## src/logic/conv_pkg.sv

```systemverilog
package conv_pkg;

	// image and tile geometry
	localparam int img_dim       = 28;
	localparam int tile_dim      = 8;   // bank interleave tile
	localparam int lane_dim      = 4;   // 4x4 pixels per sram word
	localparam int tiles_per_row = 4;   // word address row stride

	localparam int ch_num = 4;
	localparam int taps   = 9;

	localparam int act_w      = 8;
	localparam int param_w    = 4;
	localparam int lanes      = 16;
	localparam int lane_idx_w = $clog2(lanes);
	localparam int bank_num   = 4;

	localparam int act_addr_w    = 6;
	localparam int weight_addr_w = 11;
	localparam int bias_addr_w   = 7;

	typedef enum logic [1:0] {
		st_idle,
		st_unshuffle,
		st_load_weight,
		st_done
	} layer_state_t;

	// one write to sram group a, strobes active low
	typedef struct packed {
		logic [bank_num-1:0]    wen;
		logic [act_addr_w-1:0]  waddr;
		logic [lanes-1:0]       bytemask;
		logic [lanes*act_w-1:0] wdata;
	} act_wr_t;

	// w[0][0] is the top-left tap and lands in the top nibble
	typedef struct packed {
		logic [0:2][0:2][param_w-1:0] w;
	} kernel_t;

	typedef kernel_t [0:ch_num-1] kernel_bank_t;

endpackage

```

## src/logic/layer_ctrl.sv

```systemverilog
`timescale 1ns/1ps

module layer_ctrl import conv_pkg::*; (
	input  logic clk,
	input  logic rst_n,
	input  logic enable,
	input  logic scan_last,
	input  logic load_done,
	output logic pixel_take,
	output logic load_start,
	output logic busy,
	output logic layer_done,
	output logic kernel_valid
);

	layer_state_t state;
	layer_state_t state_nxt;

	// enable low just stalls the scan
	assign pixel_take = (state == st_unshuffle) && enable;
	assign busy       = (state == st_unshuffle) || (state == st_load_weight);
	assign layer_done = (state == st_done);

	always_comb begin
		state_nxt = state;
		unique case (state)
			st_idle: begin
				if (enable)
					state_nxt = st_unshuffle;   // this cycle takes no pixel
			end
			st_unshuffle: begin
				if (pixel_take && scan_last)
					state_nxt = st_load_weight;
			end
			st_load_weight: begin
				if (load_done)
					state_nxt = st_done;
			end
			st_done: begin
				state_nxt = st_idle;
			end
			default: begin
				state_nxt = st_idle;
			end
		endcase
	end

	always_ff @(posedge clk) begin
		if (!rst_n) begin
			state        <= st_idle;
			load_start   <= 1'b0;
			kernel_valid <= 1'b0;
		end else begin
			state      <= state_nxt;
			// pulse in the first cycle of st_load_weight
			load_start <= (state == st_unshuffle) && (state_nxt == st_load_weight);
			if (state == st_idle && enable)
				kernel_valid <= 1'b0;   // kernel goes stale once a new run starts
			else if (state == st_load_weight && load_done)
				kernel_valid <= 1'b1;
		end
	end

	// the writer may only flag the last pixel on a taken cycle
	a_last_on_take: assert property (@(posedge clk) disable iff (!rst_n)
		scan_last |-> pixel_take);

	// the loader must only finish while this fsm is waiting on it
	a_done_in_load: assert property (@(posedge clk) disable iff (!rst_n)
		load_done |-> state == st_load_weight);

endmodule

```

## src/logic/unshuffle_writer.sv

```systemverilog
`timescale 1ns/1ps

module unshuffle_writer import conv_pkg::*; (
	input  logic             clk,
	input  logic             rst_n,
	input  logic             pixel_take,
	input  logic [act_w-1:0] input_data,
	output logic             scan_last,
	output act_wr_t          act_wr
);

	logic [4:0] col_cnt;
	logic [4:0] row_cnt;
	logic       col_end;
	logic       row_end;

	logic                  col_hi;
	logic                  row_hi;
	logic [1:0]            bank;
	logic [lane_idx_w-1:0] lane;
	logic [act_addr_w-1:0] waddr_nxt;

	logic [bank_num-1:0]    wen_q;
	logic [lanes-1:0]       mask_q;
	logic [act_addr_w-1:0]  waddr_q;
	logic [lanes*act_w-1:0] wdata_q;

	assign col_end   = (col_cnt == 5'(img_dim - 1));
	assign row_end   = (row_cnt == 5'(img_dim - 1));
	assign scan_last = pixel_take && col_end && row_end;   // pixel 783

	// scan position wraps back to zero after the last pixel
	always_ff @(posedge clk) begin
		if (!rst_n) begin
			col_cnt <= '0;
			row_cnt <= '0;
		end else if (pixel_take) begin
			col_cnt <= col_end ? 5'd0 : col_cnt + 5'd1;
			if (col_end)
				row_cnt <= row_end ? 5'd0 : row_cnt + 5'd1;
		end
	end

	// second half of the tile in either direction picks the bank
	assign col_hi = (col_cnt % tile_dim) >= lane_dim;
	assign row_hi = (row_cnt % tile_dim) >= lane_dim;
	assign bank   = {row_hi, col_hi};

	assign lane = lane_idx_w'((row_cnt % lane_dim) * lane_dim + (col_cnt % lane_dim));
	assign waddr_nxt = act_addr_w'((row_cnt / tile_dim) * tiles_per_row
		+ (col_cnt / tile_dim));

	always_ff @(posedge clk) begin
		if (!rst_n) begin
			wen_q  <= '1;
			mask_q <= '1;
		end else if (pixel_take) begin
			wen_q  <= ~(bank_num'(1) << bank);
			mask_q <= ~(lanes'(1) << lane);
		end else begin
			wen_q  <= '1;   // no write on a stall
			mask_q <= '1;
		end
	end

	always_ff @(posedge clk) begin
		if (pixel_take) begin
			waddr_q <= waddr_nxt;
			wdata_q <= {lanes{input_data}};   // replicated in every lane while the mask picks one
		end
	end

	assign act_wr = '{wen: wen_q, waddr: waddr_q, bytemask: mask_q, wdata: wdata_q};

	a_scan_range: assert property (@(posedge clk) disable iff (!rst_n)
		col_cnt < img_dim && row_cnt < img_dim);

endmodule

```

## src/logic/weight_loader.sv

```systemverilog
`timescale 1ns/1ps

module weight_loader import conv_pkg::*; (
	input  logic                     clk,
	input  logic                     rst_n,
	input  logic                     load_start,
	input  logic [taps*param_w-1:0]  sram_rdata_weight,
	output logic [weight_addr_w-1:0] sram_raddr_weight,
	output logic [bias_addr_w-1:0]   sram_raddr_bias,
	output kernel_bank_t             kernel,
	output logic                     load_done
);

	logic       rd_active;   // address phase, one word per cycle
	logic [1:0] rd_cnt;
	logic       cap_active;  // data phase, one cycle behind
	logic [1:0] cap_ch;

	// the address only moves forward, so run n reads 4n to 4n+3
	always_ff @(posedge clk) begin
		if (!rst_n) begin
			rd_active         <= 1'b0;
			rd_cnt            <= '0;
			sram_raddr_weight <= '0;
			sram_raddr_bias   <= '0;
		end else if (load_start) begin
			rd_active       <= 1'b1;
			rd_cnt          <= '0;
			sram_raddr_bias <= sram_raddr_weight[2 +: bias_addr_w];   // kernel group index
		end else if (rd_active) begin
			sram_raddr_weight <= sram_raddr_weight + 1'b1;
			rd_cnt            <= rd_cnt + 2'd1;
			if (rd_cnt == 2'(ch_num - 1))
				rd_active <= 1'b0;
		end
	end

	// sram answers one cycle after the address
	always_ff @(posedge clk) begin
		if (!rst_n) begin
			cap_active <= 1'b0;
			cap_ch     <= '0;
		end else begin
			cap_active <= rd_active;
			cap_ch     <= rd_cnt;
		end
	end

	always_ff @(posedge clk) begin
		if (!rst_n)
			kernel <= '0;
		else if (cap_active)
			kernel[cap_ch] <= kernel_t'(sram_rdata_weight);
	end

	assign load_done = cap_active && (cap_ch == 2'(ch_num - 1));   // fourth word

	a_no_restart: assert property (@(posedge clk) disable iff (!rst_n)
		load_start |-> !(rd_active || cap_active));

endmodule

```

## src/logic/conv_top.sv

```systemverilog
`timescale 1ns/1ps

module conv_top import conv_pkg::*; (
	input  logic                     clk,
	input  logic                     rst_n,
	input  logic                     enable,
	input  logic [act_w-1:0]         input_data,
	input  logic [taps*param_w-1:0]  sram_rdata_weight,

	output act_wr_t                  act_wr,       // sram group a write port
	output logic [weight_addr_w-1:0] sram_raddr_weight,
	output logic [bias_addr_w-1:0]   sram_raddr_bias,
	output kernel_bank_t             kernel,       // to the conv array
	output logic                     kernel_valid,
	output logic                     busy,
	output logic                     layer_done
);

	logic pixel_take;
	logic scan_last;
	logic load_start;
	logic load_done;

	layer_ctrl ctrl_i (
		.clk          (clk),
		.rst_n        (rst_n),
		.enable       (enable),
		.scan_last    (scan_last),
		.load_done    (load_done),
		.pixel_take   (pixel_take),
		.load_start   (load_start),
		.busy         (busy),
		.layer_done   (layer_done),
		.kernel_valid (kernel_valid)
	);

	// image scatter into the four activation banks
	unshuffle_writer unshuffle_i (
		.clk        (clk),
		.rst_n      (rst_n),
		.pixel_take (pixel_take),
		.input_data (input_data),
		.scan_last  (scan_last),
		.act_wr     (act_wr)
	);

	weight_loader weight_i (
		.clk               (clk),
		.rst_n             (rst_n),
		.load_start        (load_start),
		.sram_rdata_weight (sram_rdata_weight),
		.sram_raddr_weight (sram_raddr_weight),
		.sram_raddr_bias   (sram_raddr_bias),
		.kernel            (kernel),
		.load_done         (load_done)
	);

endmodule

```

## config.mk

```make
export PLATFORM = sky130hd
export DESIGN_NAME = conv_top
export DESIGN_NICKNAME = d
export VERILOG_FILES = /design/src/logic/conv_pkg.sv /design/src/logic/layer_ctrl.sv /design/src/logic/unshuffle_writer.sv /design/src/logic/weight_loader.sv /design/src/logic/conv_top.sv
export SDC_FILE = /design/constraint.sdc
export NUM_CORES = 1
export LEC_CHECK = 0
export BUFFER_PORTS_ARGS = -buffer_cell sky130_fd_sc_hd__clkbuf_2
export CORE_UTILIZATION = 35
export DETAILED_ROUTE_END_ITERATION = 10
export GPL_TIMING_DRIVEN = 0
export SLEW_MARGIN = 20
export SYNTH_ARGS = -nofsm -noshare
export SYNTH_HDL_FRONTEND = slang
export SYNTH_SLANG_ARGS = --single-unit
```

## constraint.sdc

```tcl
create_clock -name clk -period 3.4 [get_ports clk]
set_input_delay 0.17 -clock clk [delete_from_list [all_inputs] [get_ports clk]]
set_output_delay 0.17 -clock clk [all_outputs]
set_load 0.005 [all_outputs]
```

# Word-level counts from Yosys, hierarchy flattened
# Cells that the tools add are included.
# classes
add_sub_neg	6
n_lt_le_gt_ge	4
eq_ne	8
shifts	2
mux	12
n_bitwise	5
reduce_logical	16
# ops
cell	count
144-bit bitwise mux	1
36-bit demux with 2-bit select	1
36-bit two-way mux	1
16-bit inverter	1
1-bit by 4-bit << shifter with 16-bit output, first input constant	1
11-bit by 1-bit adder with 11-bit output, second input constant	1
5-bit by 1-bit adder with 5-bit output, second input constant	2
2-bit equality test, second input constant	5
5-bit equality test, second input constant	2
5-bit two-way mux	2
3-bit greater-or-equal comparator, second input constant	3
1-bit logical AND	9
2-bit one-hot mux with 4 select lines	1
2-bit two-way mux	3
2-bit AND reduction	3
4-bit by 2-bit adder with 5-bit output	1
4-bit by 2-bit adder with 4-bit output	1
4-bit inverter	1
2-bit OR reduction	2
1-bit by 2-bit << shifter with 4-bit output, first input constant	1
3-bit by 1-bit < comparator with 1-bit output, second input constant	1
1-bit two-way mux	3
2-bit inverter with 3-bit output	1
2-bit by 1-bit adder with 2-bit output, second input constant	1
4 further kinds	5
# word_totals
regBits	336
in_bits	47
output_inout_bits	319
word_cells	104

# Depth between registers and ports, before layout
# logic_depth
word_depth	9
mapped_depth	7

# Modules after synthesis
# From an unflattened synthesis, not the netlist that was laid out.
# unflattened
cells_unflattened	1001
area_unflattened_um2	8639.5
# modules_own_cells
module	n_inst	cells_each	area_per_inst_um2
weight_loader	1	730	5989.5
unshuffle_writer	1	242	2377.3
layer_ctrl	1	29	272.8

# Worst setup path after synthesis
# No wires, ideal clock.
# synth_path
path_type	reg2reg
start	reg ctrl_i.state[1]
end	reg unshuffle_i.mask_q[10]
setup_ns	0.129
t_arrival_ns	1.535
setup_slack_ns	1.737
path_stages_with_launch	8
n_path_buf	0
path_cell_list	dfxtp_1 > inv_1 > ha_1 > nand2_1 > inv_2 > nand2_4 > nor3b_1 > nand2_1
# synth_between
elab_chain_len	3
# synth_rtl
element	line_no	rtl
start: declaration	layer_ctrl.sv:16	layer_state_t state;
start signal: assignment	layer_ctrl.sv:50	state <= st_idle;
start signal: assignment	layer_ctrl.sv:54	state <= state_nxt;
2-bit by 1-bit equality test with 1-bit output	layer_ctrl.sv:20	assign pixel_take = (state == st_unshuffle) && enable;
1-bit logical AND	layer_ctrl.sv:20	
net ctrl_i.pixel_take	layer_ctrl.sv:9	output logic pixel_take,
2-bit AND reduction (no source line)	-	
end signal: assignment	unshuffle_writer.sv:59	mask_q <= ~(lanes'(1) << lane);
end: declaration	unshuffle_writer.sv:24	logic [lanes-1:0] mask_q;
# The timed path passes the listed nets, and every way through them passes these cells.
# A chain may end at the register's enable or synchronous reset.

# Worst setup path in the final report
# layout_path
start	reg ctrl_i.state[1]
end	reg unshuffle_i.mask_q[6]
# Same word-level chain as after synthesis.

==> summary.txt <==
Run status
  – Status: complete, no violations

Worst setup path
  – Most frequent CP cell: nand2_1
  – R2R Setup Slk: between 1 and 1.5 ns
  – Max incr delay on CP: 0.45 ns
  – CP cell instances: inv_1 > ha_1 > nand2_1 > inv_2 > nand2_4 > nor3b_1 > nand2_1
  – Worst EP required: around 3.8 ns
  – Critical path startpoint category: flop
  – Family with the most delay on the worst path: simple AND/OR/NAND/NOR gates
  – Crit-path max FO: 19
  – Worst flop-to-flop path startpoint: ctrl_i.state[1]
  – CP Class: reg -> reg
  – WP data arrival: approximately 2.5 ns
  – Worst Setup SP: ctrl_i.state[1]
  – Worst path buffer plus inverter count: 2
  – Crit-path slowest cell: nor3b_1
  – Crit. End Element: flop

Global route
  – Largest net degree at the start of global routing: 20
  – First-pass GRT wire length: ~41000 µm
  – Vias in the first global route: roughly 7000
  – GRT Overall Usage: approximately a fifth
  – Grt ovf: 0
  – Antenna violations before repair: 1

Yosys
  – Syn_area_per_cell: ~8.9 µm²
  – Yosys top cell area share: a little under half
  – Most common library cells after synthesis: 322 x nand2_1, 202 x dfxtp_1, 128 x buf_4
  – Flops & latches, synth: 214
  – Cell Area, Synth: 8810 µm²
  – Post-synth EDFFs: 12
  – Sequential area share after synthesis: 50.0%
  – Leading area contributor after synthesis: dfxtp_1
  – Synth async-reset ratio: 0%
  – Largest cells by area after synthesis: dfxtp_1 46%, nand2_1 14%, buf_4 11%
  – Synth unique cells: around 50
  – Top_reg_cell synth: dfxtp_1
  – Warnings from Yosys: 0
  – Syn Inst Count: 994
  – Most common cell in the netlist: nand2_1

Route
  – 1st-iter DRT viols: 357
  – DRC Markers: 0
  – 1st-pass router iterations: 4
  – Vias: 7876
  – Vias per Instance: 4.45
  – Antenna viol nets, final: 0
  – Final WL: between 20000 and 30000 µm
  – Wire length per cell: around 15 µm

Timing
  – Final period util: approximately 62%
  – Post-route worst setup slack: around 1.3 ns
  – Final hold violation count: 0
  – Period minus WS final: 2.09 ns
  – Final number of setup-violating endpoints: 0
  – Final setup TNS: 0 ns
  – Max Clk Rate: around 480 MHz
  – Layout Skew: roughly 0.018 ns
  – Worst Max-Slew Pin Slew: 0.728 ns
  – Hold WS: about 0.095 ns
  – RSZ-0062 raised after global routing: no
  – Max-slew headroom: between 50% and 60%
  – Fin. max-slew vios: 0

Pwr
  – Pleak: 5.51 nW
  – P per Cell Area: around 450 nW/µm²
  – VDD IR max: between 0.2 and 0.3 mV

Final layout
  – Fillers: ~2400
  – Final net count: roughly 1500
  – Share of post-route cells with drive strength above 1: between 30% and 40%
  – Area grow syn2layout: 39.7%

Min path
  – Hold Crit Class: in -> reg
  – Hold Startpoint: rst_n

Die
  – Ports: around 370
  – CORE AREA: between 20000 and 25000 µm²
  – Die Wd: ~160 µm
  – # rows: 57
  – Die footprint: 25800 µm²
  – Die H: about 160 µm
  – Initial Util: between 30% and 40%

Clock network
  – Clock transition at path regs: approximately 0.06 ns
  – Sink Count: 214
  – Total CTS buffers: 24
  – Clock Path Buffers: 3
  – Setup repair bufs after CTS: 0
  – CTS tree: built
  – H-tree lvl count: 1
  – Root Buffer: clkbuf_16
  – Clock insertion delay at the later pin of the skew report: 0.52 ns

Placed design
  – Buffers on Ports: 363
  – Hpwl dp: ~20000 µm
  – Routability cong.: 0.802
  – Post-placement worst setup slack: 1.33 ns

Run
  – Maxcap violations: 0
-- where the power goes --
group          internal (mW)  leakage (nW)  switching, mW
clock network           1.65         0.393           1.03
logic                  0.184          3.38          0.155
registers               2.54          1.74         0.0189
-- flip-flops by register name (all words and copies together), names as in the netlist --
name / count
unshuffle_i.waddr_q: 4
weight_i.rd_cnt: 2
ctrl_i.load_start: 1
unshuffle_i.col_cnt: 5
weight_i.rd_active: 1
ctrl_i.kernel_valid: 1
weight_i.sram_raddr_bias: 7
ctrl_i.state: 2
unshuffle_i.mask_q: 16
weight_i.kernel: 144
weight_i.cap_active: 1
unshuffle_i.wdata_q: 8
weight_i.cap_ch: 2
unshuffle_i.wen_q: 4
weight_i.sram_raddr_weight: 11
unshuffle_i.row_cnt: 5
-- worst paths after layout --
check / to / depth (start not counted)
worst max-delay path: unshuffle_i.mask_q[6] / 7
worst min-delay path: unshuffle_i.wen_q[2] / 4
worst max register to register: unshuffle_i.mask_q[6] / 7
worst min register to register: weight_i.kernel[14] / 2
-- routing by layer --
| layer | wire (µm) | GRT usage [%] | share of wire (%) | up-vias |
|---|---|---|---|---|
| li1 | - | - | - | 3981 |
| met1 | 11600 | 25.5 | 42 | 3601 |
| met2 | 13400 | 35.5 | 49 | 257 |
| met3 | 1640 | 4.11 | 6.0 | 37 |
| met4 | 614 | 6.36 | 2.3 | 0 |
| met5 | 0 | 0 | 0 | - |
-- worst min-delay path, delay by kind of cell --
kind / cells / cell delay, ns
AND/OR/NAND/NOR: 3 / 0.23
buffers and inverters: 1 / 0.16
-- placed cells by master (no fill, tap or decap), types with 3 or more instances in the layout --
cell type	Yosys	layout
a21boi_1	14	14
mux2i_1	11	11
edfxtp_1	12	12
o21a_1	3	3
nand2_1	322	322
xnor2_1	10	10
ha_1	12	12
nor2_1	11	11
nand3_1	7	7
dlygate4sd3_1	0	45
buf_2	15	15
a21oi_1	81	81
clkbuf_2	0	363
xor2_1	3	3
buf_6	11	11
buf_4	128	128
a21boi_0	56	56
bufinv_16	0	4
clkbuf_1	20	26
nor2b_1	12	12
o21ai_0	3	3
clkbuf_16	0	24
dfxtp_1	202	202
nand4_1	5	5
inv_1	4	4
and3_1	4	4
and2_1	14	14
-- through the flow --
step / total power, mW / utilization, % / cells / area (µm²)
finish: 5.58 / 50.2 / 1770 / 12300
detailed placement: 2.91 / 45.0 / 1682 / 11000
CTS: 5.66 / 50.2 / 1769 / 12300
global route: 5.79 / 50.2 / 1770 / 12300
global placement: 2.91 / 45.0 / 1682 / 11000
floorplan: 2.76 / - / 995 / 8810
-- area by class of cell --
cell class              instances  area [µm²]  area share [%]
plain buffers                 174        1230            10.0
repair buffers                408        2270            18.4
inverters                       6        22.5           0.183
clock buffers                  32         651            5.29
clock inverters                10         168            1.36
diodes                          1        2.50          0.0203
well taps                     324         405            3.29
multi-input cells             601        3150            25.6
flip-flops and latches        214        4400            35.8
-- cell families after synthesis --
kind of cell | share of synthesized area, %
mux | 1.25
xor+xnor | 1.29
compound gates | 11.4
other cells | 0.0426
buf+inv | 14.3
simple gates | 20.0
fa+ha+maj | 1.70
flops | 50.0
-- timing repair --
action	CTS	global route
hold endpoints to repair	153	0
hold buffers	45	0
resized for setup	0	0
Note: power is estimated with default switching activity, not from simulation.
